## config.mk

```make
export PLATFORM = sky130hd
export DESIGN_NAME = pe_slot_top
export DESIGN_NICKNAME = d
export VERILOG_FILES = /design/src/design/mcast_pkg.sv /design/src/design/cfg_if.sv /design/src/design/apb_cfg_regs.sv /design/src/design/filter_buffer.sv /design/src/design/ifmap_caster.sv /design/src/design/mac_pe.sv /design/src/design/pe_slot_top.sv
export SDC_FILE = /design/constraint.sdc
export NUM_CORES = 1
export LEC_CHECK = 0
export ABC_AREA = 1
export BUFFER_PORTS_ARGS = -buffer_cell sky130_fd_sc_hd__buf_4
export CAP_MARGIN = 25
export CORE_UTILIZATION = 50
export CTS_CLUSTER_SIZE = 40
export DETAILED_ROUTE_END_ITERATION = 10
export HOLD_SLACK_MARGIN = 0.05
export PLACE_DENSITY = 0.74
export SLEW_MARGIN = 20
export SYNTH_ARGS = -nofsm -noshare
export SYNTH_HDL_FRONTEND = slang
export SYNTH_SLANG_ARGS = --single-unit
```

## constraint.sdc

```tcl
create_clock -name clk -period 8.15 [get_ports clk]
set_clock_uncertainty 0.2 [all_clocks]
set_input_delay 0.815 -clock clk [delete_from_list [all_inputs] [get_ports clk]]
set_output_delay 0.815 -clock clk [all_outputs]
set_load 0.05 [all_outputs]
```

## src/design/mcast_pkg.sv

```systemverilog
package mcast_pkg;

    //////////////////////////////
    // Datapath widths
    //////////////////////////////
    localparam int DATA_W    = 16;
    localparam int TAG_W     = 2;
    localparam int PSUM_W    = 32;
    localparam int MAX_KSIZE = 16;
    localparam int KSIZE_W   = 5;
    localparam int WIDX_W    = $clog2(MAX_KSIZE);

    // APB bus and status counter widths
    localparam int APB_AW = 8;
    localparam int APB_DW = 32;
    localparam int CNT_W  = 16;

    typedef logic signed [DATA_W-1:0] data_t;
    typedef logic [TAG_W-1:0]         tag_t;
    typedef logic signed [PSUM_W-1:0] psum_t;
    typedef logic [KSIZE_W-1:0]       ksize_t;
    typedef logic [WIDX_W-1:0]        widx_t;
    typedef logic [APB_AW-1:0]        apb_addr_t;
    typedef logic [APB_DW-1:0]        apb_data_t;
    typedef logic [CNT_W-1:0]         cnt_t;

    //////////////////////////////
    // Register map
    //////////////////////////////
    localparam apb_addr_t ADDR_CTRL   = 8'h00;
    localparam apb_addr_t ADDR_KSIZE  = 8'h04;
    localparam apb_addr_t ADDR_STATUS = 8'h08;

    // CTRL fields
    localparam int CTRL_ID_LSB    = 0;
    localparam int CTRL_EN_BIT    = 4;
    localparam int CTRL_FLUSH_BIT = 8;

    // STATUS fields
    localparam int STAT_LOADED_BIT = 0;
    localparam int STAT_CNT_LSB    = 16;

    // Filter buffer load progress
    typedef enum logic [1:0] {
        FB_EMPTY,
        FB_FILL,
        FB_FULL
    } fb_state_t;

endpackage

```

## src/design/cfg_if.sv

```systemverilog
`timescale 1ns/1ps

interface cfg_if import mcast_pkg::*; ();

    // Set by the register block
    tag_t   id;
    ksize_t ksize;
    logic   enable;
    logic   flush;      // one cycle pulse

    // Status back from the datapath
    logic   loaded;
    logic   psum_done;  // one cycle pulse per psum taken

    modport regs (output id, ksize, enable, flush, input loaded, psum_done);

    // Filter buffer needs the ID for its own tag filter
    modport fbuf (input id, ksize, flush, output loaded);

    // Shared by the MAC and the ifmap caster
    modport mac (input id, ksize, enable, flush, loaded, output psum_done);

endinterface

```

## src/design/apb_cfg_regs.sv

```systemverilog
`timescale 1ns/1ps

module apb_cfg_regs import mcast_pkg::*; (
    input  logic      clk,
    input  logic      rstn,
    input  logic      psel,
    input  logic      penable,
    input  logic      pwrite,
    input  apb_addr_t paddr,
    input  apb_data_t pwdata,
    output apb_data_t prdata,
    output logic      pready,
    output logic      pslverr,
    cfg_if.regs       cfg
);

    tag_t      id_q;
    ksize_t    ksize_q;
    logic      en_q;
    logic      flush_q;
    cnt_t      psum_cnt;
    logic      access;
    logic      hit_ctrl;
    logic      hit_ksize;
    logic      hit_status;
    logic      ksize_bad;
    logic      err;
    apb_data_t rdata;

    //////////////////////////////
    // Decode
    //////////////////////////////
    assign access     = psel && penable;
    assign hit_ctrl   = (paddr == ADDR_CTRL);
    assign hit_ksize  = (paddr == ADDR_KSIZE);
    assign hit_status = (paddr == ADDR_STATUS);

    // Legal kernel sizes are 1 to MAX_KSIZE
    assign ksize_bad = (pwdata == '0) || (pwdata > apb_data_t'(MAX_KSIZE));

    // Unmapped, STATUS write, or bad KSIZE value
    assign err = !(hit_ctrl || hit_ksize || hit_status)
              || (pwrite && hit_status)
              || (pwrite && hit_ksize && ksize_bad);

    // Zero wait states
    assign pready  = access;
    assign pslverr = access && err;

    //////////////////////////////
    // Registers
    //////////////////////////////
    always_ff @(posedge clk or negedge rstn) begin
        if (!rstn) begin
            id_q    <= '0;
            en_q    <= 1'b0;
            ksize_q <= ksize_t'(1);
            flush_q <= 1'b0;
        end else begin
            // Flush lasts one cycle
            flush_q <= access && pwrite && hit_ctrl && pwdata[CTRL_FLUSH_BIT];
            if (access && pwrite && hit_ctrl) begin
                id_q <= pwdata[CTRL_ID_LSB +: TAG_W];
                en_q <= pwdata[CTRL_EN_BIT];
            end
            if (access && pwrite && hit_ksize && !ksize_bad) begin
                ksize_q <= pwdata[KSIZE_W-1:0];
            end
        end
    end

    // Psums delivered, wraps at 16 bits
    always_ff @(posedge clk or negedge rstn) begin
        if (!rstn) begin
            psum_cnt <= '0;
        end else if (cfg.psum_done) begin
            psum_cnt <= psum_cnt + 1'b1;
        end
    end

    // Read mux, flush bit always reads 0
    always_comb begin
        rdata = '0;
        if (hit_ctrl) begin
            rdata[CTRL_ID_LSB +: TAG_W] = id_q;
            rdata[CTRL_EN_BIT]          = en_q;
        end else if (hit_ksize) begin
            rdata[KSIZE_W-1:0] = ksize_q;
        end else if (hit_status) begin
            rdata[STAT_LOADED_BIT]          = cfg.loaded;
            rdata[STAT_CNT_LSB +: CNT_W]    = psum_cnt;
        end
    end

    // Bus stays quiet outside reads
    assign prdata = (psel && !pwrite) ? rdata : '0;

    assign cfg.id     = id_q;
    assign cfg.ksize  = ksize_q;
    assign cfg.enable = en_q;
    assign cfg.flush  = flush_q;

    // Needs two access phases back to back, not legal APB
    a_flush_pulse: assert property (@(posedge clk) disable iff (!rstn)
        cfg.flush |=> !cfg.flush);

endmodule

```

## src/design/filter_buffer.sv

```systemverilog
`timescale 1ns/1ps

module filter_buffer import mcast_pkg::*; (
    input  logic  clk,
    input  logic  rstn,
    input  logic  filter_valid,
    input  tag_t  filter_tag,
    input  data_t filter_data,
    output logic  filter_ready,
    cfg_if.fbuf   cfg,
    input  widx_t w_idx,
    output data_t w_data
);

    fb_state_t state;
    ksize_t    wr_cnt;
    logic      match;
    logic      wr_en;
    logic      last_wr;
    data_t     weights [MAX_KSIZE];

    //////////////////////////////
    // Tag filter and accept
    //////////////////////////////
    assign match = (filter_tag == cfg.id);

    // Own words stall once full or while a flush is in progress
    assign filter_ready = !match || ((state != FB_FULL) && !cfg.flush);
    assign wr_en        = filter_valid && match && filter_ready;

    // Greater-or-equal so a smaller ksize mid-fill still terminates
    assign last_wr = (wr_cnt + 1'b1) >= cfg.ksize;

    //////////////////////////////
    // Load FSM
    //////////////////////////////
    always_ff @(posedge clk or negedge rstn) begin
        if (!rstn) begin
            state  <= FB_EMPTY;
            wr_cnt <= '0;
        end else if (cfg.flush) begin
            state  <= FB_EMPTY;
            wr_cnt <= '0;
        end else begin
            case (state)
                FB_EMPTY, FB_FILL: begin
                    if (wr_en) begin
                        wr_cnt <= wr_cnt + 1'b1;
                        state  <= last_wr ? FB_FULL : FB_FILL;
                    end
                end
                FB_FULL: begin
                    // Wait for the next flush
                    state <= FB_FULL;
                end
                default: begin
                    state <= FB_EMPTY;
                end
            endcase
        end
    end

    // Weight store filled from index 0 upward
    always_ff @(posedge clk) begin
        if (wr_en) begin
            weights[wr_cnt[WIDX_W-1:0]] <= filter_data;
        end
    end

    // Read port for the MAC
    assign w_data = weights[w_idx];

    // Rises the cycle after the last weight lands
    assign cfg.loaded = (state == FB_FULL);

    // Writes never run past the last weight entry
    a_no_write_full: assert property (@(posedge clk) disable iff (!rstn)
        wr_en |-> (wr_cnt < ksize_t'(MAX_KSIZE)));

endmodule

```

## src/design/ifmap_caster.sv

```systemverilog
`timescale 1ns/1ps

module ifmap_caster import mcast_pkg::*; (
    input  logic clk,
    input  logic rstn,
    input  logic ifmap_valid,
    input  tag_t ifmap_tag,
    input  data_t ifmap_data,
    output logic ifmap_ready,
    cfg_if.mac   cfg,
    output logic cast_valid,
    output data_t cast_data,
    input  logic cast_ready
);

    logic  match;
    logic  load;
    logic  out_valid;
    data_t out_data;

    //////////////////////////////
    // Tag filter
    //////////////////////////////
    assign match = (ifmap_tag == cfg.id);

    // Foreign words are always swallowed
    // Own words need room, either empty or draining this cycle
    assign ifmap_ready = !match || !out_valid || cast_ready;
    assign load        = ifmap_valid && match && ifmap_ready;

    //////////////////////////////
    // Output register
    //////////////////////////////
    always_ff @(posedge clk or negedge rstn) begin
        if (!rstn) begin
            out_valid <= 1'b0;
        end else if (load) begin
            out_valid <= 1'b1;
        end else if (cast_ready) begin
            out_valid <= 1'b0;
        end
    end

    // Payload only
    always_ff @(posedge clk) begin
        if (load) begin
            out_data <= ifmap_data;
        end
    end

    assign cast_valid = out_valid;
    assign cast_data  = out_data;

    // Held word may not change under back-pressure
    a_cast_stable: assert property (@(posedge clk) disable iff (!rstn)
        cast_valid && !cast_ready |=> cast_valid && $stable(cast_data));

endmodule

```

## src/design/mac_pe.sv

```systemverilog
`timescale 1ns/1ps

module mac_pe import mcast_pkg::*; (
    input  logic  clk,
    input  logic  rstn,
    input  logic  cast_valid,
    input  data_t cast_data,
    output logic  cast_ready,
    cfg_if.mac    cfg,
    output widx_t w_idx,
    input  data_t w_data,
    output logic  psum_valid,
    output psum_t psum_data,
    input  logic  psum_ready
);

    widx_t idx;
    psum_t acc;
    psum_t prod;
    psum_t sum;
    logic  run;
    logic  last;
    logic  stall;
    logic  fire;
    logic  out_valid;
    psum_t out_data;

    //////////////////////////////
    // Window control
    //////////////////////////////
    assign run  = cfg.enable && cfg.loaded;
    assign last = ({1'b0, idx} + 1'b1) >= cfg.ksize;

    // Finishing a window needs a free output slot
    // A slot that drains this very cycle counts as free
    assign stall = last && out_valid && !psum_ready;

    // Flush cycle takes nothing
    assign cast_ready = run && !stall && !cfg.flush;
    assign fire       = cast_valid && cast_ready;

    // Weight n for word n
    assign w_idx = idx;

    // Signed 16x16, truncated to psum width
    assign prod = cast_data * w_data;
    assign sum  = acc + prod;

    //////////////////////////////
    // Accumulator
    //////////////////////////////
    always_ff @(posedge clk or negedge rstn) begin
        if (!rstn) begin
            idx <= '0;
            acc <= '0;
        end else if (cfg.flush) begin
            idx <= '0;
            acc <= '0;
        end else if (fire) begin
            if (last) begin
                // Next window starts from zero right away
                idx <= '0;
                acc <= '0;
            end else begin
                idx <= idx + 1'b1;
                acc <= sum;
            end
        end
    end

    //////////////////////////////
    // Output register
    //////////////////////////////
    always_ff @(posedge clk or negedge rstn) begin
        if (!rstn) begin
            out_valid <= 1'b0;
        end else if (fire && last) begin
            out_valid <= 1'b1;
        end else if (psum_ready) begin
            out_valid <= 1'b0;
        end
    end

    // Survives a flush
    always_ff @(posedge clk) begin
        if (fire && last) begin
            out_data <= sum;
        end
    end

    assign psum_valid    = out_valid;
    assign psum_data     = out_data;
    assign cfg.psum_done = out_valid && psum_ready;

    // Held psum stays put until the sink takes it
    a_psum_stable: assert property (@(posedge clk) disable iff (!rstn)
        psum_valid && !psum_ready |=> psum_valid && $stable(psum_data));

endmodule

```

## src/design/pe_slot_top.sv

```systemverilog
`timescale 1ns/1ps

module pe_slot_top import mcast_pkg::*; (
    input  logic      clk,
    input  logic      rstn,

    // APB slave
    input  logic      psel,
    input  logic      penable,
    input  logic      pwrite,
    input  apb_addr_t paddr,
    input  apb_data_t pwdata,
    output apb_data_t prdata,
    output logic      pready,
    output logic      pslverr,

    // Tagged ifmap stream
    input  logic      ifmap_valid,
    output logic      ifmap_ready,
    input  tag_t      ifmap_tag,
    input  data_t     ifmap_data,

    // Tagged filter stream
    input  logic      filter_valid,
    output logic      filter_ready,
    input  tag_t      filter_tag,
    input  data_t     filter_data,

    // Psum out
    output logic      psum_valid,
    input  logic      psum_ready,
    output psum_t     psum_data
);

    // Caster to MAC
    logic  cast_valid;
    logic  cast_ready;
    data_t cast_data;

    // MAC weight lookup
    widx_t w_idx;
    data_t w_data;

    cfg_if cfg ();

    //////////////////////////////
    // Config and status
    //////////////////////////////
    apb_cfg_regs u_regs (
        .clk     (clk),
        .rstn    (rstn),
        .psel    (psel),
        .penable (penable),
        .pwrite  (pwrite),
        .paddr   (paddr),
        .pwdata  (pwdata),
        .prdata  (prdata),
        .pready  (pready),
        .pslverr (pslverr),
        .cfg     (cfg.regs)
    );

    //////////////////////////////
    // Datapath
    //////////////////////////////
    ifmap_caster u_caster (
        .clk         (clk),
        .rstn        (rstn),
        .ifmap_valid (ifmap_valid),
        .ifmap_tag   (ifmap_tag),
        .ifmap_data  (ifmap_data),
        .ifmap_ready (ifmap_ready),
        .cfg         (cfg.mac),
        .cast_valid  (cast_valid),
        .cast_data   (cast_data),
        .cast_ready  (cast_ready)
    );

    filter_buffer u_fbuf (
        .clk          (clk),
        .rstn         (rstn),
        .filter_valid (filter_valid),
        .filter_tag   (filter_tag),
        .filter_data  (filter_data),
        .filter_ready (filter_ready),
        .cfg          (cfg.fbuf),
        .w_idx        (w_idx),
        .w_data       (w_data)
    );

    mac_pe u_mac (
        .clk        (clk),
        .rstn       (rstn),
        .cast_valid (cast_valid),
        .cast_data  (cast_data),
        .cast_ready (cast_ready),
        .cfg        (cfg.mac),
        .w_idx      (w_idx),
        .w_data     (w_data),
        .psum_valid (psum_valid),
        .psum_data  (psum_data),
        .psum_ready (psum_ready)
    );

endmodule

```

# After elaboration in Yosys (flattened, before gate mapping)
# Memories as Yosys holds them, arrays and structs flattened.
# Cells that the tools add are included.
word_totals:
  memories: 1
  ram_bits: 256
  rom_bits: 0
  regBits: 118
  latch_bits: 0
  out_inout_bits: 69
classes:
  n_bitwise: 0
  addsub: 5
  shift: 0
  n_mul: 1
  mux: 29
  eq_ne: 8
  n_reduce_logical: 51
  div_mod_pow: 0
  n_lt_le_gt_ge: 3
memory_table:
  columns: ["name", "depth", "width", "rd", "rd_ports_with_merged_regs", "write_ports", "line", "source"]
  rows:
  - ["u_fbuf.weights", 16, 16, 1, 0, 1, "filter_buffer.sv:20", "data_t weights [MAX_KSIZE];"]
ops:
  columns: ["operator", "n"]
  rows:
  - ["$mux 32", 4]
  - ["$mux 16", 3]
  - ["$add 32x32->32", 1]
  - ["$gt 32x5->1 const B", 1]
  - ["$logic_not 32->1", 1]
  - ["$mul 16x16->32", 1]
  - ["$logic_and 1x1->1", 24]
  - ["$add 16x1->16 const B", 1]
  - ["$mux 4", 4]
  - ["$mux 5", 3]
  - ["$ge 5x5->1", 2]
  - ["$mux 2", 5]
  - ["$reduce_bool 2->1", 5]
  - ["$logic_not 1->1", 9]
  - ["$mux 1", 9]
  - ["$eq 8x3->1 const B", 1]
  - ["$eq 8x4->1 const B", 1]
  - ["$logic_not 8->1", 1]
  - ["$logic_or 1x1->1", 8]
  - ["$add 4x1->5 const B", 1]
  - ["$add 5x1->5 const B", 1]
  - ["$add 4x1->4 const B", 1]
  - ["$eq 2x2->1", 2]
  - ["$pmux 2 s2", 1]
  - ["7 further kinds", 7]

# Depth between registers and ports, before layout
# Gate-level depths: netlist of run 1.
logic_depth:
  ltp_word: 10
  depth_mapped: 36
  mapped_depth_nobuf: 33

# Least setup slack after synthesis of run 1
# OpenSTA, ideal clock, no wires.
synth_path:
  path_kind: "register to register"
  from: "register u_mac.idx[1], in the netlist u_mac.w_idx[1]"
  to: "register u_mac.out_data[30], in the netlist u_mac.psum_data[30], data pin"
  setup_time_ns: 0.255
  stages_incl_launch_ff: 28
  period_less_slack_ns: 6.559
  arrival_ns: 6.104
  path_slack_ns: 1.591
  path_buffers: 2
  cell_sequence: "dfrtp_1 > inv_2 > buf_2 > buf_2 > o21ai_0 > o221ai_1 > nand3_1 > nand2_1 > inv_2 > nor2_1 > inv_1 > fa_1 > fa_1 > inv_1 > fa_1 > fa_1 > fa_1 > inv_1 > fa_1 > inv_1 > ha_1 > a21oi_1 > inv_1 > a31oi_1 > o21ai_0 > a21oi_1 > nand2_1 > and2_1"
synth_between:
  elab_chain_cells: 3
synth_rtl:
  columns: ["item", "line", "source"]
  rows:
  - ["from (decl)", "mac_pe.sv:17", "widx_t idx;"]
  - ["from (signal assigned)", "mac_pe.sv:65", "idx <= idx + 1'b1;"]
  - ["$mem_v2 16x16", null, null]
  - ["$mul 16x16->32", "mac_pe.sv:46", "assign prod = cast_data * w_data;"]
  - ["$add 32x32->32", "mac_pe.sv:47", "assign sum = acc + prod;"]
  - ["net u_mac.sum[30]", "mac_pe.sv:20", "psum_t sum;"]
  - ["to (signal assigned)", "mac_pe.sv:87", "out_data <= sum;"]
  - ["to (decl)", "mac_pe.sv:26", "psum_t out_data;"]
# The timed path passes the listed nets, and every way through them passes these cells.
# A chain may end at the register's enable or synchronous reset.

# Worst setup path after layout of run 1
layout_path:
  from: "register u_mac.idx[0], in the netlist u_mac.w_idx[0]"
  to: "register u_mac.acc[25]"
layout_lines:
  columns: ["item", "line", "source"]
  rows:
  - ["$mem_v2 16x16", null, null]
  - ["$mul 16x16->32", "mac_pe.sv:46", null]
  - ["$add 32x32->32", "mac_pe.sv:47", null]
  - ["net u_mac.sum[25]", "mac_pe.sv:20", null]
  - ["$mux 32", "mac_pe.sv:60", "if (last) begin"]
  - ["$mux 32", "mac_pe.sv:59", "end else if (fire) begin"]
  - ["$mux 32", "mac_pe.sv:56", "end else if (cfg.flush) begin"]
  - ["to (signal assigned)", "mac_pe.sv:66", "acc <= sum;"]
  - ["to (decl)", "mac_pe.sv:18", "psum_t acc;"]
# The timed path passes the listed nets, and every way through them passes these cells. The select of a mux whose other input is x is not followed.

==> impl.org, run 1 <==
** CTS
- Number of gates resized after CTS :: 0
- Latest clock arrival within the worst-skew pair :: 600 ps
- Max clock buf depth :: 3
- Total of hold buffers inserted after clock tree synthesis :: 0
- H-Tree Level Count :: 2
- CTS tree :: yes
- Total number of clock tree sinks :: 374
- Cts bufs inserted :: roughly 40
- Clock transition at the registers of the reported paths :: 60 ps
- Root Buffer :: sky130_fd_sc_hd__clkbuf_16
- Post-CTS setup buffers :: 0

** Synthesis
- Sequential cells were found to cover 41.3% of the synthesized design area.
- In the synthesized netlist the async set-or-reset flop fraction comes to 18.7%.
- Warnings from Yosys :: 0
- After synthesis, the largest area contributor takes up between 30% and 40% of total cell area.
- Synthesis-stage register bit count :: 374
- The cell count after synthesis came out at around 2.5k.
- Number of distinct library cells after synthesis :: 51
- Synthesized area per cell :: between 10 and 15 um2
- Most used flip-flop cell after synthesis :: sky130_fd_sc_hd__edfxtp_1
- Netlist area before placement :: 26300 um2
- Number of flops mapped to enable cells by yosys :: around 300
- Synth area leader :: sky130_fd_sc_hd__edfxtp_1
- Cell types occupying the most area after synthesis :: sky130_fd_sc_hd__edfxtp_1 (35%), sky130_fd_sc_hd__fa_1 (22%), sky130_fd_sc_hd__dfrtp_1 (6.6%), sky130_fd_sc_hd__inv_1 (6.4%), sky130_fd_sc_hd__ha_1 (5.4%)

** Final layout
- Count of nets after finishing :: ~3.1k
- Area growth, synth to finish :: 11.3%
- The post-route netlist has approximately 12% of its cells at a drive strength greater than 1.
- Final standard cell utilization of the core :: 56.7%
- Fill cell instance count of the final layout :: 4359

** STA
- Number of hold-slack violations in the final timing report :: 0
- Measured slew at the worst slew-check pin :: 770 ps
- Setup violations remaining at the end of the flow were counted as 0.
- In the post-route analysis, the smallest setup slack over all paths is 368 ps.
- Final Max Tran Viols :: 0
- The worst pin sits at a relative slew slack of 48.7%.
- Setup total negative slack on the finished layout was measured at 0 ps.
- Final hold analysis gives a worst-case slack of ~53 ps.
- The worst path in the final design needs a cycle of between 7000 and 8000 ps, including I/O delays and setup.
- Setup repair after global routing missed its margin :: false
- The final critical path takes up 95.5% of the cycle.
- Based on the critical path, the design can be clocked at up to around 0.13 GHz.

** Global routing
- Initial antenna violation count :: 1
- Grt total ovfl :: 0
- Entering global routing, the biggest net connects 89 pins.
- The number of global-route vias before repair came to 19.6k.
- Combined global-route utilization of all metal layers :: 25.7%
- The first global-routing pass estimated 105 mm of wire.

** Route
- Routed Wire Length :: 66.1 mm
- Met2 routed WL :: 32.8 mm
- Vias post-DR :: around 19k
- Wire length on met3 :: 5.25 mm
- The pre-antenna-repair detailed-routing pass consisted of 6 iterations.
- Number of remaining DRC errors :: 0
- The detail route stage leaves a number of antenna-violating nets equal to 0.
- Highest Signal Layer :: met4
- After detailed routing, the number of vias per cell comes to ~5.6.
- After detailed routing, the average wire length per cell comes to 19.7 um.
- In the final routing, the length of wire on met1 measures 25.5 mm.
- After the first detailed-routing iteration, the DRC count stood at 1692.

** Pwr
- Worst vdd ir :: 0.283 mV
- Registers are responsible for 30.4% of the overall power.
- Combinational fraction of design power :: 45.1%
- Proportion of total power due to net switching :: around 40%
- Power density normalized to cell area :: 255 nW/um2
- Cell internal power was estimated by the tool at 4.46 mW.
- For this design the total switching power over the nets is 3.01 mW.
- The completed layout was analyzed and its total power is 7.47 mW.
- Leakage power summed over all cells :: between 10 and 15 nW
- Clk pwr share :: 24.5%

** Worst setup path
- CP Max Fanout :: 63
- Slowest-stage cell, CP :: sky130_fd_sc_hd__fa_1
- Endpoint type of the worst setup path :: register
- Required arrival time at the worst endpoint :: 8480 ps
- On the worst path, the slowest cell contributes a delay of around 540 ps.
- Reg2reg end :: u_mac.acc[25]
- The worst setup path is launched from a register.
- Measured in cells, the most critical reg-to-reg path has a length of 28.
- Among the stages of the critical path, the cell type that occurs most often is sky130_fd_sc_hd__fa_1.
- For flop-to-flop paths, the worst setup slack is 370 ps.
- Data arrival time of the critical path :: 8120 ps
- Type of the setup path with the least slack :: register to register
- The startpoint identified for the worst register-to-register timing path is u_mac.w_idx[0].

** Placement
- Port buffering added roughly 140 buffers.
- Final estimated routing congestion in global placement :: 0.992
- Pre-CTS setup slack :: 588 ps
- The wire-length estimate of the detail-placed layout is 47.7 mm.

** Die
- Area of the core :: 51700 um2
- Width of the chip :: 232 um
- From bottom edge to top edge, the die measures 232 um.
- The floorplan step defined a die boundary enclosing 53600 um2.
- For this configuration, the core starts out at a cell density of 50.9%.
- During I/O placement, the number of pins put on the boundary was roughly 150.
- Row cnt :: a little over 80

** Status
- Run status :: completed

** Worst hold path
- The min-delay analysis places its worst path in the category input port to async pin.

** Job
- Across the run, the number of max-cap violations was 0.
layer usage:
metal / vias to the layer above / track usage (%)
li1: 8322 / -
met1: 9333 / 32.7
met5: - / 0
met3: 158 / 4.75
met2: 851 / 43.5
met4: 0 / 10.0
worst max-delay path: cells and delay by family, from the launching register on:
| kind | cells | cell delay [ps] |
|---|---|---|
| adders and majority gates | 7 | 3200 |
| and+or+nand+nor | 10 | 1690 |
| buffers and inverters | 7 | 1310 |
| DFF | 1 | 500 |
| AOI/OAI and AO/OA | 3 | 490 |
| xor gates and xnor gates | 1 | 230 |
layout make-up:
type / instances / area, um2 / share of cell area (%)
Clock buffer: 48 / 1050 / 3.59
Antenna cell: 1 / 2.50 / 0.00853
Clock inverter: 24 / 267 / 0.909
Inverter: 474 / 1780 / 6.07
Timing Repair Buffer: 181 / 1410 / 4.80
Sequential cell: 374 / 10900 / 37.1
Tap cell: 680 / 851 / 2.90
Multi-Input combinational cell: 1578 / 13100 / 44.6
cells in the final DEF (no fill, tap or decap), types with 10 or more instances in the layout:
master	count
sky130_fd_sc_hd__inv_2	14
sky130_fd_sc_hd__conb_1	11
sky130_fd_sc_hd__a21oi_1	61
sky130_fd_sc_hd__xnor2_1	12
sky130_fd_sc_hd__nand4_1	11
sky130_fd_sc_hd__inv_1	451
sky130_fd_sc_hd__xor2_1	40
sky130_fd_sc_hd__nand2_1	324
sky130_fd_sc_hd__clkinv_1	19
sky130_fd_sc_hd__clkbuf_16	41
sky130_fd_sc_hd__ha_1	114
sky130_fd_sc_hd__o211ai_1	12
sky130_fd_sc_hd__buf_4	177
sky130_fd_sc_hd__o22ai_1	18
sky130_fd_sc_hd__nor2_1	305
sky130_fd_sc_hd__nand3_1	59
sky130_fd_sc_hd__o221ai_1	50
sky130_fd_sc_hd__o21ai_1	22
sky130_fd_sc_hd__edfxtp_1	304
sky130_fd_sc_hd__o21ai_0	121
sky130_fd_sc_hd__a22o_1	13
sky130_fd_sc_hd__dfrtp_1	68
sky130_fd_sc_hd__nor2_2	45
sky130_fd_sc_hd__nor3_1	10
sky130_fd_sc_hd__fa_1	292
sky130_fd_sc_hd__nand2_2	14
power groups by stage:
stage / sequential [mW] / clock [mW] / combinational, mW
6_report: 2.27 / 1.83 / 3.37
5_1_grt: 2.27 / 1.92 / 3.80
4_1_cts: 2.27 / 1.86 / 3.33
3_5_place_dp: 2.31 / 0 / 3.30
3_3_place_gp: 2.31 / 0 / 3.25
2_1_floorplan: 2.31 / 0 / 2.44
logic make-up (layout without fill, tap and decap cells):
logic type | after synthesis | count (layout) | share of synthesized area [%]
compound gates | 317 | 317 | 7.41
xor+xnor | 52 | 52 | 1.73
fa+ha+maj | 406 | 406 | 27.6
buf+inv | 569 | 727 | 9.21
flops | 374 | 374 | 41.3
other cells | 1 | 12 | 0.0142
simple gates | 792 | 792 | 12.7
registers in the layout, indices dropped and copies added, names as in the netlist:
register	count
u_fbuf.weights	256
u_mac.psum_data	32
u_regs.cfg.ksize	5
u_regs.cfg.flush	1
u_mac.psum_valid	1
u_mac.acc	32
u_fbuf.wr_cnt	5
u_caster.cast_data	16
u_fbuf.state	2
u_caster.cast_valid	1
u_regs.psum_cnt	16
u_regs.cfg.id	2
u_mac.w_idx	4
u_regs.cfg.enable	1
Yosys cell counts (11+ instances only):
master,count
sky130_fd_sc_hd__xor2_1,40
sky130_fd_sc_hd__nand4_1,11
sky130_fd_sc_hd__o211ai_1,12
sky130_fd_sc_hd__nand2_1,324
sky130_fd_sc_hd__o221ai_1,50
sky130_fd_sc_hd__nor2_1,305
sky130_fd_sc_hd__o21ai_0,121
sky130_fd_sc_hd__buf_6,23
sky130_fd_sc_hd__dfrtp_1,69
sky130_fd_sc_hd__a21oi_1,62
sky130_fd_sc_hd__nor2_2,45
sky130_fd_sc_hd__fa_1,292
sky130_fd_sc_hd__a22o_1,13
sky130_fd_sc_hd__ha_1,114
sky130_fd_sc_hd__clkbuf_1,14
sky130_fd_sc_hd__inv_2,15
sky130_fd_sc_hd__edfxtp_1,304
sky130_fd_sc_hd__buf_2,24
sky130_fd_sc_hd__buf_4,23
sky130_fd_sc_hd__xnor2_1,12
sky130_fd_sc_hd__nand2_2,14
sky130_fd_sc_hd__inv_1,451
sky130_fd_sc_hd__o21ai_1,22
sky130_fd_sc_hd__nand3_1,59
sky130_fd_sc_hd__o22ai_1,18
how the worst max path moves through the flow:
stage | end | startpoint | slack [ps] | depth (start not counted)
2_1_floorplan | u_mac.psum_data[30] | u_mac.w_idx[1] | 1590 | 27
3_3_place_gp | u_mac.acc[25] | u_mac.w_idx[0] | 700 | 28
3_5_place_dp | u_mac.acc[25] | u_mac.w_idx[0] | 590 | 29
4_1_cts | u_mac.acc[25] | u_mac.w_idx[0] | 570 | 29
5_1_grt | u_mac.acc[25] | u_mac.w_idx[0] | 70 | 29
6_report | u_mac.acc[25] | u_mac.w_idx[0] | 370 | 28
metrics by stage:
stage / area, um2 / instances
after floorplan: 26400 / 2521
after global placement: 28000 / 3286
after detailed placement: 28000 / 3287
after CTS: 29300 / 3359
after global routing: 29300 / 3360
final: 29300 / 3360
Note: power is estimated with default switching activity, not from simulation.
==> run 2, diff against run 1 <==
- clock period: 8.15 -> 8.8 ns (I/O delays scaled with it)
==> run 2 against run 1 <==
Fmax down 2.1%; core utilization up 0.090 points; largest cell class unchanged; clock power about the same; sequential share of layout area down 0.058 points; non-clock buffer count down 6; highest routed layer is now met5; first-iteration DRC count down 9.3%; total power down 6.1%; global-route usage down 0.26 points; critical path depth down 4; die area unchanged.
==> impl.org, run 2 (synthesis results as in run 1) <==
** Worst setup path
- CP Max Fanout :: 40 (was 63)
- Required arrival time at the worst endpoint :: 8960 ps (was 8480 ps)
- The critical path capture point type was a register (unchanged).
- The cell type with the highest occurrence count on the critical path was sky130_fd_sc_hd__fa_1 (unchanged).
- The delay of the slowest cell on the worst path came to 720 ps (was 540 ps).
- The endpoint arrival time on the critical path was 8110 ps (was 8120 ps).
- The type of the worst setup path is register to register (unchanged).
- The cell type group with the largest total delay on the critical path was adder cells (unchanged).
- The critical path's slowest cell was sky130_fd_sc_hd__fa_1 (unchanged).
- Crit-path cells :: clkinv_2, buf_4, o21ai_1, o22ai_1, o211ai_1, nand2_1, nand2_1, inv_1, fa_1, fa_1, fa_1, fa_1, fa_1, inv_1, fa_1, inv_1, ha_1, a21oi_1, inv_1, a31oi_1, o21ai_0, a21oi_1, nand2_1, and2_1
- The critical path buffer and inverter count came to 6 (was 7).
- Cells on worst reg2reg path :: 24 (was 28)
- FF-to-FF setup slack :: 850 ps (was 370 ps)
- The capture instance of the worst register-to-register path is u_mac.psum_data[30] (was u_mac.acc[25]).
- Startpoint type of the worst setup path :: register (unchanged)
- The launch point of the worst reg-to-reg path is u_mac.w_idx[0] (unchanged).

** STA
- The final setup violation count is 0 (unchanged).
- Tcrit/Tclk final :: 90.3% (was 95.5%)
- Number of hold-slack violations in the final timing report :: 0 (unchanged)
- The measured slew at the worst slew-check pin was 990 ps (was 770 ps).
- Final Max Tran Viols :: 0 (unchanged)
- The sum of negative setup slack came to 0 ps (unchanged).
- Time the worst path needs with I/O delays and setup :: 7950 ps (was 7780 ps)
- The maximum achievable frequency was 0.126 GHz (was 0.129 GHz).
- Setup repair after global routing missed its margin: false (unchanged).
- Normalized max-slew margin :: 33.9% (was 48.7%)

** Route
- Violation count after the first detailed-route iteration :: 1534 (was 1692)
- Antenna Violating Nets Remaining :: 0 (unchanged)
- The final routed DRC violation total is 0 (unchanged).
- Vias post-DR :: 18.5k (was 18.7k)
- Number of search-and-repair iterations in the first detailed-routing pass :: 5 (was 6)
- Routed via count divided by cell count :: 5.51 (was 5.55)
- Routed Wire Length :: 65.1 mm (was 66.1 mm)
- The average wire per cell in the routed design was 19.4 um (was 19.7 um).

** Final layout
- Area growth, synth to finish :: 11.5% (was 11.3%)
- Most frequent cells in the layout: sky130_fd_sc_hd__inv_1 (451), sky130_fd_sc_hd__nand2_1 (324), sky130_fd_sc_hd__nor2_1 (305) (unchanged).
- The final cell count without fillers was 3357 (was 3360).
- Most frequent standard cell in the layout excluding fill and tap cells :: sky130_fd_sc_hd__inv_1 (unchanged)
- The fraction of final layout cells with drive strength greater than 1 is 12.4% (was 12.3%).
- Max FFs per register :: 256 (unchanged)
- The net count reported at finish is 3134 (was 3140).
- Number of antenna cells inserted :: 0 (was 1)
- The design area came to 29400 um2 (was 29300 um2).
- Final standard cell utilization of the core :: 56.8% (was 56.7%)

** Global routing
- Pin count of the biggest net entering global routing :: 124 (was 89)
- The number of global-route vias before repair came to 19.7k (was 19.6k).
- Initial antenna violation count :: 1 (unchanged)
- The total congestion overflow after global routing is 0 (unchanged).
- Wire length of the first global-routing pass :: 105 mm (about the same)
- Combined global-route utilization of all metal layers :: 25.4% (was 25.7%)

** Pwr
- Leakage power summed over all cells :: 13.4 nW (about the same)
- Worst vdd ir :: 0.259 mV (was 0.283 mV)
- Power density normalized to cell area :: 239 nW/um2 (was 255 nW/um2)

** Placement
- The routability congestion estimate came to 0.952 (was 0.992).
- Area after DPL :: 27900 um2 (was 28000 um2)
- The placed wire-length estimate after detailed placement was 47.0 mm (was 47.7 mm).
- Placed Cells incl. Taps :: 3281 (was 3287)
- Input/output buffers :: 141 (unchanged)

** CTS
- The post-cts resize count is 0 (unchanged).
- The root buffer cell is sky130_fd_sc_hd__clkbuf_16 (unchanged).
- The TritonCTS buffer count is 41 (unchanged).
- The total of hold buffers inserted after clock tree synthesis is 0 (unchanged).
- The number of setup buffers added after CTS came to 0 (unchanged).
- The worst-case clock buffer depth came to 3 (unchanged).
- CTS tree :: yes (unchanged)
- The clock latency reported for the late side of the worst-skew pair is 600 ps (about the same).
- Total number of clock tree sinks :: 374 (unchanged)
- Clock transition at the registers of the reported paths :: 60 ps (about the same)
- H-Tree Level Count :: 2 (unchanged)

** Die
- The count of boundary I/O pins came to 153 (unchanged).
- Die Area :: 53600 um2 (unchanged)
- The die extent in x came to 232 um (unchanged).
- Die Y :: 232 um (unchanged)
- The total core area came to 51700 um2 (unchanged).
- Initial core utilization :: 50.9% (unchanged)
- Row cnt :: 83 (unchanged)

** Status
- Run status: completed (unchanged).

** Worst hold path
- The class of the tightest hold or removal check is input port to async pin (unchanged).

** Job
- The number of max-cap violations came to 0 (unchanged).
run 2: cell types whose count changed in the layout (fill, tap and decap cells not counted), sizes merged:
cell,before,now
clkinvlp,1,2
inv,466,467
bufinv,3,6
diode,1,0
buf,181,175
clkbuf,48,47
run 2: final cells by class:
| type | count | area [um2] |
|---|---|---|
| Tap cell | 680 | 851 |
| Clock buffer | 47 | 1050 |
| Fill cell | 4375 | 22300 |
| Multi-Input combinational cell | 1578 | 13100 |
| Sequential cell | 374 | 10900 |
| Inverter | 474 | 1780 |
| Timing Repair Buffer | 175 | 1350 |
| Clock inverter | 29 | 377 |
run 2: routing by layer:
layer / routed length (um) / vias to the layer above / part of all wire, % / GRT usage [%]
li1: - / 8295 / - / -
met1: 25600 / 9288 / 39 / 33.5
met2: 32100 / 787 / 49 / 42.7
met3: 5490 / 130 / 8.4 / 4.53
met4: 1860 / 2 / 2.9 / 8.10
met5: 13 / - / 0.020 / 0
run 2: how the worst max path moves through the flow:
| stage | slack [ps] | end | start | depth (start not counted) |
|---|---|---|---|---|
| after global routing | 310 | u_mac.psum_data[31] | u_mac.w_idx[0] | 26 |
| after floorplan | 2240 | u_mac.psum_data[30] | u_mac.w_idx[1] | 27 |
| final | 850 | u_mac.psum_data[30] | u_mac.w_idx[0] | 24 |
| after detailed placement | 850 | u_mac.psum_data[31] | u_mac.w_idx[0] | 26 |
| after global placement | 990 | u_mac.psum_data[31] | u_mac.w_idx[0] | 24 |
| after CTS | 820 | u_mac.psum_data[31] | u_mac.w_idx[0] | 26 |
run 2: worst register-to-register path, cell delays in order (launching register included):
cell                       delay [ps]
sky130_fd_sc_hd__dfrtp_4          440
sky130_fd_sc_hd__clkinv_2         470
sky130_fd_sc_hd__buf_4            420
sky130_fd_sc_hd__o21ai_1          150
sky130_fd_sc_hd__o22ai_1           90
sky130_fd_sc_hd__o211ai_1         270
sky130_fd_sc_hd__nand2_1          440
sky130_fd_sc_hd__nand2_1          260
sky130_fd_sc_hd__inv_1             80
sky130_fd_sc_hd__fa_1             720
sky130_fd_sc_hd__fa_1             500
sky130_fd_sc_hd__fa_1             570
sky130_fd_sc_hd__fa_1             440
sky130_fd_sc_hd__fa_1             560
sky130_fd_sc_hd__inv_1             60
sky130_fd_sc_hd__fa_1             520
sky130_fd_sc_hd__inv_1             40
sky130_fd_sc_hd__ha_1             350
sky130_fd_sc_hd__a21oi_1          230
sky130_fd_sc_hd__inv_1             60
sky130_fd_sc_hd__a31oi_1          260
sky130_fd_sc_hd__o21ai_0          180
sky130_fd_sc_hd__a21oi_1          150
sky130_fd_sc_hd__nand2_1           80
sky130_fd_sc_hd__and2_1           150
run 2: where the power goes:
part / leakage (nW) / total (mW) / internal [mW] / switching [mW]
Combinational: 9.07 / 3.10 / 1.09 / 2.01
Clock: 0.688 / 1.81 / 1.05 / 0.756
Sequential: 3.63 / 2.10 / 2.09 / 0.0164
Total: 13.4 / 7.01 / 4.23 / 2.79
run 2: per-stage QoR:
stage                     setup slack, ps  hold slack [ps]  total power [mW]
after floorplan                      2240              255              4.40
after global placement                994              283              5.15
after detailed placement              855              289              5.20
after CTS                             821              234              7.02
after global routing                  314              170              7.54
final                                 851              112              7.01
